$ cat src/hw/mmio_pkg.sv
// Host catcher MMIO package
// Bus types, address map, queue sizing, serial bit timing
// and the state encodings shared by the decoder, the queue
// and the serializer
package mmio_pkg;

  //////////////////////////////
  // Bus widths
  //////////////////////////////

  // AHB-Lite address and data words
  typedef logic [31:0] haddr_t;
  typedef logic [31:0] hdata_t;
  typedef logic [2:0]  hsize_t;

  // Serial payload byte
  typedef logic [7:0] tx_byte_t;

  // Transfer type on HTRANS
  typedef enum logic [1:0] {
    IDLE   = 2'b00,
    BUSY   = 2'b01,
    NONSEQ = 2'b10,
    SEQ    = 2'b11
  } htrans_e;

  // Widest access the slave answers, one 32-bit word
  localparam hsize_t HSIZE_WORD = 3'b010;

  //////////////////////////////
  // Address map
  //////////////////////////////

  localparam haddr_t TOHOST_ADDR    = 32'h8000_1000;
  localparam haddr_t UART_TX_ADDR   = 32'h8000_1080;
  localparam haddr_t UART_STAT_ADDR = 32'h8000_1084;

  // Decoded target of one transfer
  typedef enum logic [1:0] {
    REG_TOHOST    = 2'd0,
    REG_UART_TX   = 2'd1,
    REG_UART_STAT = 2'd2,
    REG_NONE      = 2'd3
  } region_e;

  // Address phase kept for the data phase
  typedef struct packed {
    logic    valid;
    logic    write;
    region_e region;
  } ahb_dphase_t;

  //////////////////////////////
  // Byte queue
  //////////////////////////////

  localparam int FIFO_DEPTH = 4;
  localparam int FIFO_PTR_W = $clog2(FIFO_DEPTH);

  // Fill level, 0 up to FIFO_DEPTH
  typedef logic [2:0] fifo_cnt_t;

  //////////////////////////////
  // Serializer
  //////////////////////////////

  // HCLK cycles per serial bit
  localparam int BIT_CYCLES = 8;
  localparam int BIT_CNT_W  = $clog2(BIT_CYCLES);

  typedef enum logic [1:0] {
    SER_IDLE  = 2'd0,
    SER_START = 2'd1,
    SER_DATA  = 2'd2,
    SER_STOP  = 2'd3
  } ser_state_e;

endpackage

$ cat src/hw/ahb_mmio_decoder.sv
// AHB-Lite host catcher decoder
// Captures address phases, decodes the TOHOST / UART map,
// pushes transmit bytes into the queue, latches the TOHOST
// result and answers status reads. Unmapped accesses get a
// two-cycle ERROR response
module ahb_mmio_decoder
  import mmio_pkg::*;
(
  input  logic      HCLK,
  input  logic      rst_n_i,

  // AHB-Lite slave side
  input  logic      HSEL_i,
  input  haddr_t    HADDR_i,
  input  htrans_e   HTRANS_i,
  input  logic      HWRITE_i,
  input  hsize_t    HSIZE_i,
  input  hdata_t    HWDATA_i,
  input  logic      HREADY_i,
  output logic      HREADYOUT_o,
  output logic      HRESP_o,
  output hdata_t    HRDATA_o,

  // Queue side
  output logic      push_o,
  output tx_byte_t  push_byte_o,
  input  logic      fifo_full_i,
  input  fifo_cnt_t fifo_cnt_i,

  // Serializer status
  input  logic      ser_busy_i,

  // Test result
  output logic      test_done_o,
  output logic      test_pass_o,
  output hdata_t    test_code_o
);

  //////////////////////////////
  // Signals
  //////////////////////////////

  logic        addr_valid;
  region_e     addr_region;
  ahb_dphase_t dp_q;

  // First cycle of ERROR already given
  logic        err_q;
  logic        err_first;
  logic        wait_full;

  // Data phase qualifiers
  logic        dp_wr_tx;
  logic        dp_wr_tohost;
  logic        dp_read;

  hdata_t      tohost_q;
  logic        done_q;
  logic        pass_q;

  //////////////////////////////
  // Address phase
  //////////////////////////////

  // Only NONSEQ and SEQ carry a transfer, bursts run as single beats
  assign addr_valid = HSEL_i && HREADY_i && (HTRANS_i == NONSEQ || HTRANS_i == SEQ);

  // Word address compare against the map
  always_comb begin
    if (HSIZE_i > HSIZE_WORD) begin
      // Wider than a word, nothing here answers that
      addr_region = REG_NONE;
    end else if (HADDR_i[31:2] == TOHOST_ADDR[31:2]) begin
      addr_region = REG_TOHOST;
    end else if (HADDR_i[31:2] == UART_TX_ADDR[31:2]) begin
      addr_region = REG_UART_TX;
    end else if (HADDR_i[31:2] == UART_STAT_ADDR[31:2]) begin
      addr_region = REG_UART_STAT;
    end else begin
      addr_region = REG_NONE;
    end
  end

  // Register the phase, held while the bus is stalled
  always_ff @(posedge HCLK) begin
    if (!rst_n_i) begin
      dp_q.valid  <= 1'b0;
      dp_q.write  <= 1'b0;
      dp_q.region <= REG_NONE;
    end else if (HREADY_i) begin
      dp_q.valid  <= addr_valid;
      dp_q.write  <= HWRITE_i;
      dp_q.region <= addr_region;
    end
  end

  //////////////////////////////
  // Data phase response
  //////////////////////////////

  // ERROR cycle one: not ready, response high
  assign err_first = dp_q.valid && (dp_q.region == REG_NONE) && !err_q;

  // UART write stalls until the queue has room
  assign dp_wr_tx  = dp_q.valid && dp_q.write && (dp_q.region == REG_UART_TX);
  assign wait_full = dp_wr_tx && fifo_full_i;

  assign HREADYOUT_o = !(err_first || wait_full);
  assign HRESP_o     = dp_q.valid && (dp_q.region == REG_NONE);

  // Cycle two of ERROR follows directly
  always_ff @(posedge HCLK) begin
    if (!rst_n_i) begin
      err_q <= 1'b0;
    end else begin
      err_q <= err_first;
    end
  end

  //////////////////////////////
  // Writes
  //////////////////////////////

  // Push in the ready cycle of the write, low byte only
  assign push_o      = dp_wr_tx && !fifo_full_i;
  assign push_byte_o = HWDATA_i[7:0];

  assign dp_wr_tohost = dp_q.valid && dp_q.write && (dp_q.region == REG_TOHOST);

  // TOHOST word and verdict, done is sticky
  always_ff @(posedge HCLK) begin
    if (!rst_n_i) begin
      tohost_q <= '0;
      done_q   <= 1'b0;
      pass_q   <= 1'b0;
    end else if (dp_wr_tohost) begin
      tohost_q <= HWDATA_i;
      done_q   <= 1'b1;
      pass_q   <= (HWDATA_i == hdata_t'(1));
    end
  end

  assign test_done_o = done_q;
  assign test_pass_o = pass_q;
  // Bit 0 is the done marker, the rest is the code
  assign test_code_o = tohost_q >> 1;

  //////////////////////////////
  // Reads
  //////////////////////////////

  assign dp_read = dp_q.valid && !dp_q.write;

  always_comb begin
    HRDATA_o = '0;
    if (dp_read) begin
      case (dp_q.region)
        // Status: busy, full, fill count
        REG_UART_STAT: HRDATA_o = {27'd0, ser_busy_i, fifo_full_i, fifo_cnt_i};
        REG_TOHOST:    HRDATA_o = tohost_q;
        default:       HRDATA_o = '0;
      endcase
    end
  end

endmodule

$ cat src/hw/ahb_mmio_top.sv
// Host catcher top level
// AHB-Lite decoder feeding a byte queue that drains through
// the UART serializer onto the serial line
module ahb_mmio_top
  import mmio_pkg::*;
(
  input  logic    HCLK,
  input  logic    rst_n_i,

  // AHB-Lite slave
  input  logic    HSEL_i,
  input  haddr_t  HADDR_i,
  input  htrans_e HTRANS_i,
  input  logic    HWRITE_i,
  input  hsize_t  HSIZE_i,
  input  hdata_t  HWDATA_i,
  input  logic    HREADY_i,
  output logic    HREADYOUT_o,
  output logic    HRESP_o,
  output hdata_t  HRDATA_o,

  // Serial line
  output logic    uart_txd_o,

  // Test result
  output logic    test_done_o,
  output logic    test_pass_o,
  output hdata_t  test_code_o
);

  //////////////////////////////
  // Internal wires
  //////////////////////////////

  // Decoder to queue
  logic      push;
  tx_byte_t  push_byte;
  logic      fifo_full;
  fifo_cnt_t fifo_cnt;

  // Queue to serializer
  logic      fifo_empty;
  tx_byte_t  head_byte;
  logic      pop;
  logic      ser_busy;

  // Bus decoder, producer
  ahb_mmio_decoder u_decoder (
    .HCLK        (HCLK),
    .rst_n_i     (rst_n_i),
    .HSEL_i      (HSEL_i),
    .HADDR_i     (HADDR_i),
    .HTRANS_i    (HTRANS_i),
    .HWRITE_i    (HWRITE_i),
    .HSIZE_i     (HSIZE_i),
    .HWDATA_i    (HWDATA_i),
    .HREADY_i    (HREADY_i),
    .HREADYOUT_o (HREADYOUT_o),
    .HRESP_o     (HRESP_o),
    .HRDATA_o    (HRDATA_o),
    .push_o      (push),
    .push_byte_o (push_byte),
    .fifo_full_i (fifo_full),
    .fifo_cnt_i  (fifo_cnt),
    .ser_busy_i  (ser_busy),
    .test_done_o (test_done_o),
    .test_pass_o (test_pass_o),
    .test_code_o (test_code_o)
  );

  // Byte queue
  tx_byte_fifo u_fifo (
    .HCLK        (HCLK),
    .rst_n_i     (rst_n_i),
    .push_i      (push),
    .push_byte_i (push_byte),
    .pop_i       (pop),
    .head_byte_o (head_byte),
    .empty_o     (fifo_empty),
    .full_o      (fifo_full),
    .count_o     (fifo_cnt)
  );

  // Line driver, consumer
  uart_serializer u_serializer (
    .HCLK        (HCLK),
    .rst_n_i     (rst_n_i),
    .empty_i     (fifo_empty),
    .head_byte_i (head_byte),
    .pop_o       (pop),
    .busy_o      (ser_busy),
    .uart_txd_o  (uart_txd_o)
  );

endmodule

$ cat src/hw/tx_byte_fifo.sv
// Transmit byte queue
// Circular buffer of FIFO_DEPTH bytes between the bus decoder
// and the serializer, with empty, full and fill count
module tx_byte_fifo
  import mmio_pkg::*;
(
  input  logic      HCLK,
  input  logic      rst_n_i,

  // Write side
  input  logic      push_i,
  input  tx_byte_t  push_byte_i,

  // Read side
  input  logic      pop_i,
  output tx_byte_t  head_byte_o,

  // Levels
  output logic      empty_o,
  output logic      full_o,
  output fifo_cnt_t count_o
);

  //////////////////////////////
  // Storage and pointers
  //////////////////////////////

  tx_byte_t                mem_q [FIFO_DEPTH];
  logic [FIFO_PTR_W-1:0]   wr_ptr_q;
  logic [FIFO_PTR_W-1:0]   rd_ptr_q;
  fifo_cnt_t               cnt_q;

  // Qualified requests, overflow and underflow dropped
  logic                    do_push;
  logic                    do_pop;

  assign empty_o = (cnt_q == '0);
  assign full_o  = (cnt_q == fifo_cnt_t'(FIFO_DEPTH));
  assign count_o = cnt_q;

  assign do_push = push_i && !full_o;
  assign do_pop  = pop_i && !empty_o;

  // Oldest byte is always at the read pointer
  assign head_byte_o = mem_q[rd_ptr_q];

  // Byte storage
  always_ff @(posedge HCLK) begin
    if (do_push) begin
      mem_q[wr_ptr_q] <= push_byte_i;
    end
  end

  // Pointers wrap naturally, depth is a power of two
  always_ff @(posedge HCLK) begin
    if (!rst_n_i) begin
      wr_ptr_q <= '0;
      rd_ptr_q <= '0;
    end else begin
      if (do_push) begin
        wr_ptr_q <= wr_ptr_q + 1'b1;
      end
      if (do_pop) begin
        rd_ptr_q <= rd_ptr_q + 1'b1;
      end
    end
  end

  // Fill count
  always_ff @(posedge HCLK) begin
    if (!rst_n_i) begin
      cnt_q <= '0;
    end else begin
      case ({do_push, do_pop})
        2'b10:   cnt_q <= cnt_q + 1'b1;
        2'b01:   cnt_q <= cnt_q - 1'b1;
        // Both or neither, level unchanged
        default: cnt_q <= cnt_q;
      endcase
    end
  end

endmodule

$ cat src/hw/uart_serializer.sv
// UART transmit serializer
// Pops bytes from the queue and shifts 8N1 frames onto the
// serial line, BIT_CYCLES clocks per bit, LSB first
module uart_serializer
  import mmio_pkg::*;
(
  input  logic     HCLK,
  input  logic     rst_n_i,

  // Queue side
  input  logic     empty_i,
  input  tx_byte_t head_byte_i,
  output logic     pop_o,

  // Status and line
  output logic     busy_o,
  output logic     uart_txd_o
);

  //////////////////////////////
  // Signals
  //////////////////////////////

  ser_state_e           state_q;
  logic [BIT_CNT_W-1:0] bit_cnt_q;
  logic [2:0]           bit_idx_q;
  tx_byte_t             shift_q;
  logic                 txd_q;

  // Last clock of the current bit
  logic                 bit_end;

  assign bit_end = (bit_cnt_q == BIT_CNT_W'(BIT_CYCLES - 1));

  // Take a byte when idle, or right after a stop bit
  assign pop_o = !empty_i &&
                 ((state_q == SER_IDLE) || (state_q == SER_STOP && bit_end));

  assign busy_o     = (state_q != SER_IDLE);
  assign uart_txd_o = txd_q;

  // Bit period counter, restarts at each bit
  always_ff @(posedge HCLK) begin
    if (!rst_n_i) begin
      bit_cnt_q <= '0;
    end else if (state_q == SER_IDLE || bit_end) begin
      bit_cnt_q <= '0;
    end else begin
      bit_cnt_q <= bit_cnt_q + 1'b1;
    end
  end

  //////////////////////////////
  // Frame FSM
  //////////////////////////////

  always_ff @(posedge HCLK) begin
    if (!rst_n_i) begin
      state_q   <= SER_IDLE;
      bit_idx_q <= '0;
      txd_q     <= 1'b1;
    end else begin
      case (state_q)
        SER_IDLE: begin
          if (pop_o) begin
            // Start bit goes out with the pop
            state_q <= SER_START;
            txd_q   <= 1'b0;
          end
        end
        SER_START: begin
          if (bit_end) begin
            state_q   <= SER_DATA;
            bit_idx_q <= '0;
            txd_q     <= shift_q[0];
          end
        end
        SER_DATA: begin
          if (bit_end) begin
            if (bit_idx_q == 3'd7) begin
              state_q <= SER_STOP;
              txd_q   <= 1'b1;
            end else begin
              bit_idx_q <= bit_idx_q + 1'b1;
              txd_q     <= shift_q[0];
            end
          end
        end
        SER_STOP: begin
          if (bit_end) begin
            // Back-to-back frame or back to idle
            state_q <= pop_o ? SER_START : SER_IDLE;
            txd_q   <= !pop_o;
          end
        end
        default: state_q <= SER_IDLE;
      endcase
    end
  end

  // Payload shifter, next bit always at position 0
  always_ff @(posedge HCLK) begin
    if (pop_o) begin
      shift_q <= head_byte_i;
    end else if (bit_end && (state_q == SER_START || state_q == SER_DATA)) begin
      shift_q <= shift_q >> 1;
    end
  end

endmodule

$ cat config.mk
export PLATFORM = sky130hd
export DESIGN_NAME = ahb_mmio_top
export DESIGN_NICKNAME = d
export VERILOG_FILES = /design/src/hw/mmio_pkg.sv /design/src/hw/ahb_mmio_decoder.sv /design/src/hw/ahb_mmio_top.sv /design/src/hw/tx_byte_fifo.sv /design/src/hw/uart_serializer.sv
export SDC_FILE = /design/constraint.sdc
export NUM_CORES = 1
export LEC_CHECK = 0
export ABC_CLOCK_PERIOD_IN_PS = 5500
export BUFFER_PORTS_ARGS = -buffer_cell sky130_fd_sc_hd__buf_2
export CAP_MARGIN = 20
export CORE_ASPECT_RATIO = 2
export CORE_MARGIN = 4
export CORE_UTILIZATION = 45
export DETAILED_ROUTE_END_ITERATION = 7
export PLACE_DENSITY_LB_ADDON = 0.3
export SYNTH_ARGS = -nofsm -noshare
export SYNTH_HDL_FRONTEND = slang
export SYNTH_SLANG_ARGS = --single-unit
$ cat constraint.sdc
create_clock -name HCLK -period 5.5 [get_ports HCLK]
set_input_delay 1.1 -clock HCLK [delete_from_list [all_inputs] [get_ports HCLK]]
set_output_delay 1.1 -clock HCLK [all_outputs]
set_load 0.005 [all_outputs]
==> impl_metrics.json <==
{
  "status": "finished clean",
  "hpwl_um": 8250,
  "rsz0062_at_grt": "no",
  "post_cts_resized": 0,
  "numClockSinks": 97,
  "cp.required_ns": 5.77,
  "num_io_pins": 143,
  "finalWorstSetupSlack_ns": 2.32,
  "grt_pass1_vias": 3548,
  "htreeDepth": 3,
  "drive_gt1_share_pct": 33.8,
  "seq_power_share_pct": 51.4,
  "antenna_cells": 0,
  "synth_seq_area_share_pct": 51.4,
  "final_common_cell": "buf_2",
  "synth_top_area_cell": "edfxtp_1",
  "cellLeakagePower_nw": 2.22,
  "nets": 626,
  "cts_made_buffers": 9,
  "gr-usage-all-layers_pct": 18.6,
  "antenna_found_initial": 0,
  "clock.fmax_ghz": 0.315,
  "synth_seq_cells": 97,
  "num_vias": 3471,
  "combPwrFrac_pct": 13.1,
  "synth_top_area_share_pct": 26.4,
  "cp_max_fo": 12,
  "power.density_nw_per_um2": 292,
  "synthTopCellsByArea": "edfxtp_1, dfxtp_1, nand2_1",
  "synth.distinct_cells": 51,
  "dp_worst_setup_slack_ns": 2.30,
  "insertion_delay_ns": 0.34,
  "grt_max_degree": 44,
  "root_buffer": "clkbuf_16",
  "core_sq_um": 9830,
  "path_class": "flip-flop to flip-flop",
  "start_kind": "flip-flop",
  "fin_crit_sh_pct": 57.8,
  "synthesis.area_sq_um": 4560,
  "ff2ff_path_depth": 10,
  "synth_edf_count": 40,
  "grt_first_pass_wirelength_um": 17100,
  "p_sw_w": 0.000371,
  "synth_nets": 526,
  "die_area_sq_um": 11900,
  "clockPowerShare_pct": 35.6,
  "fp-row-count": 51,
  "setup_violations": 0,
  "syn_area_per_cell_sq_um": 10.4,
  "setup_tns_ns": 0,
  "drt_first_pass_iters": 4,
  "drc": 0,
  "ir_drop_mv": 0.185,
  "p_int_w": 0.00120,
  "place_inst": 657,
  "worstHoldPathType": "flip-flop to flip-flop",
  "finalNonFillerCells": 673,
  "end_kind": "flip-flop",
  "drt_wl_total_um": 10500,
  "async_flop_share_pct": 0,
  "cts_tree": "done",
  "start_util_pct": 46.4,
  "synth_cells": 437,
  "mostFrequentLayoutCells": "buf_2, nand2_1, dfxtp_1",
  "worstHoldStart": "u_decoder.err_q",
  "nFillCells": 906,
  "startpoint": "u_serializer.bit_cnt_q[0]",
  "portBuffers": 138,
  "finalHoldViolCount": 0,
  "clk_pin_slew_ns": 0.06,
  "cts_hold_buf": 0,
  "r2r-start": "u_serializer.bit_cnt_q[0]",
  "area_growth_syn_to_layout_pct": 18.3,
  "finalMaxSlewViolations": 0,
  "worstMarginPinSlew_ns": 0.949,
  "die_x_um": 79.2,
  "clock_skew_ns": 0.00724,
  "ys_warn_count": 0,
  "setup.worst_path.end": "u_fifo.count_o[2]",
  "drtAntennaViolNets": 0,
  "clockBufferDepth": 2,
  "drt-initial-drc-count": 200,
  "drv_cap": 0,
  "die_y_um": 150,
  "relSlewSlack_pct": 36.5,
  "routed_via_density": 5.16,
  "rrSetupSlack_ns": 2.32,
  "ys.flop_type": "dfxtp_1",
  "cts_setup_buffers": 0,
  "gp_congestion": 0.830,
  "r2r_end": "u_fifo.count_o[2]",
  "arrival_ns": 3.44,
  "wl_per_cell_um": 15.6,
  "grt-ovfl-total": 0,
  "netSwitchingFraction_pct": 23.6,
  "period_needed_ns": 3.18
}
==> synth_stat cells, types with 2 or more instances <==
cell / n
a22o_1: 2
edfxtp_1: 40
mux2i_1: 7
buf_4: 33
nand2b_1: 3
ha_1: 14
and2_1: 28
a211oi_1: 2
mux4_2: 8
o21ai_0: 5
xor2_1: 2
clkbuf_1: 7
nor4b_1: 2
and2_2: 7
nand3_1: 5
nor4_1: 9
clkbuf_2: 2
xnor2_1: 4
nor3_1: 5
inv_1: 8
buf_2: 10
dfxtp_1: 57
nor2_1: 25
a22oi_1: 4
a21o_1: 2
nand2_1: 67
a21oi_1: 39
or4_1: 3
mux2_2: 8
nor3b_1: 4
and3_1: 2
or3b_1: 2
nand4_1: 3
==> worst min path at each step <==
stage	to	slack [ns]	cells past startpoint
finish	u_decoder.err_q	0.43	1
CTS	u_decoder.err_q	0.42	1
detailed placement	u_decoder.err_q	0.42	1
global route	u_decoder.err_q	0.45	1
global placement	u_decoder.err_q	0.41	1
floorplan	u_decoder.err_q	0.40	1
==> layout make-up <==
cell class	count	area, sq um	area share [%]
flip-flops and latches	97	2340	43.4
multi-input cells	279	1850	34.4
repair buffers	141	733	13.6
clock buffers	11	243	4.50
well taps	132	165	3.06
inverters	9	33.8	0.626
clock inverters	4	21.3	0.394
==> flip-flops by register name (all words and copies together), names as in the netlist, named ones only <==
signal,cells
u_fifo.wr_ptr_q,2
u_decoder.test_pass_o,1
u_decoder.test_done_o,1
u_serializer.bit_idx_q,3
u_fifo.rd_ptr_q,2
u_decoder.err_q,1
u_fifo.count_o,3
u_serializer.bit_cnt_q,3
u_decoder.dp_q,4
u_decoder.tohost_q,32
u_serializer.uart_txd_o,1
u_serializer.shift_q,8
u_serializer.state_q,2
u_fifo.mem_q,32
==> cells by family (layout without fill, tap and decap cells) <==
logic type / count (synthesis) / count (layout) / synth area share, %
simple gates: 174 / 174 / 20.0
flops: 97 / 97 / 51.4
buf+inv: 61 / 165 / 8.07
compound gates: 60 / 60 / 7.60
mux: 23 / 23 / 7.47
fa+ha+maj: 15 / 15 / 4.28
xor+xnor: 6 / 6 / 1.15
other cells: 1 / 1 / 0.0823
==> metrics by stage <==
stage,hold WS (ns),utilization [%],cell area (sq um),power [W]
2_1_floorplan,0.396,-,4560,0.000965
3_5_place_dp,0.415,51.9,5100,0.00103
6_report,0.429,54.9,5390,0.00157
3_3_place_gp,0.406,51.9,5100,0.00102
5_1_grt,0.451,54.9,5390,0.00165
4_1_cts,0.423,54.6,5370,0.00159
==> layer usage <==
layer / global-route usage, % / part of all wire (%) / up-vias / routed length, um
li1: - / - / 1683 / -
met1: 19.6 / 36 / 1654 / 3770
met2: 34.4 / 57 / 116 / 5970
met3: 4.01 / 4.9 / 18 / 516
met4: 8.78 / 2.6 / 0 / 271
met5: 0 / 0 / - / 0
==> power by group through the flow <==
stage	Sequential (W)	Combinational [W]	Clock, W
after floorplan	0.000809	0.000156	0
after global placement	0.000824	0.000199	0
after detailed placement	0.000824	0.000205	0
after CTS	0.000809	0.000207	0.000573
after global routing	0.000813	0.000228	0.000606
final	0.000808	0.000206	0.000559
==> critical path: stages (launching register included) <==
cell and delay [ns]:
dfxtp_1 0.34, ha_1 0.16, ha_1 0.34, a21oi_1 0.15, nor2_1 0.74, ha_1 0.31, inv_1 0.07, fa_1 0.38
xor2_1 0.15, or3_1 0.31, a21oi_1 0.15
Power figures use the tool's default switching activity.
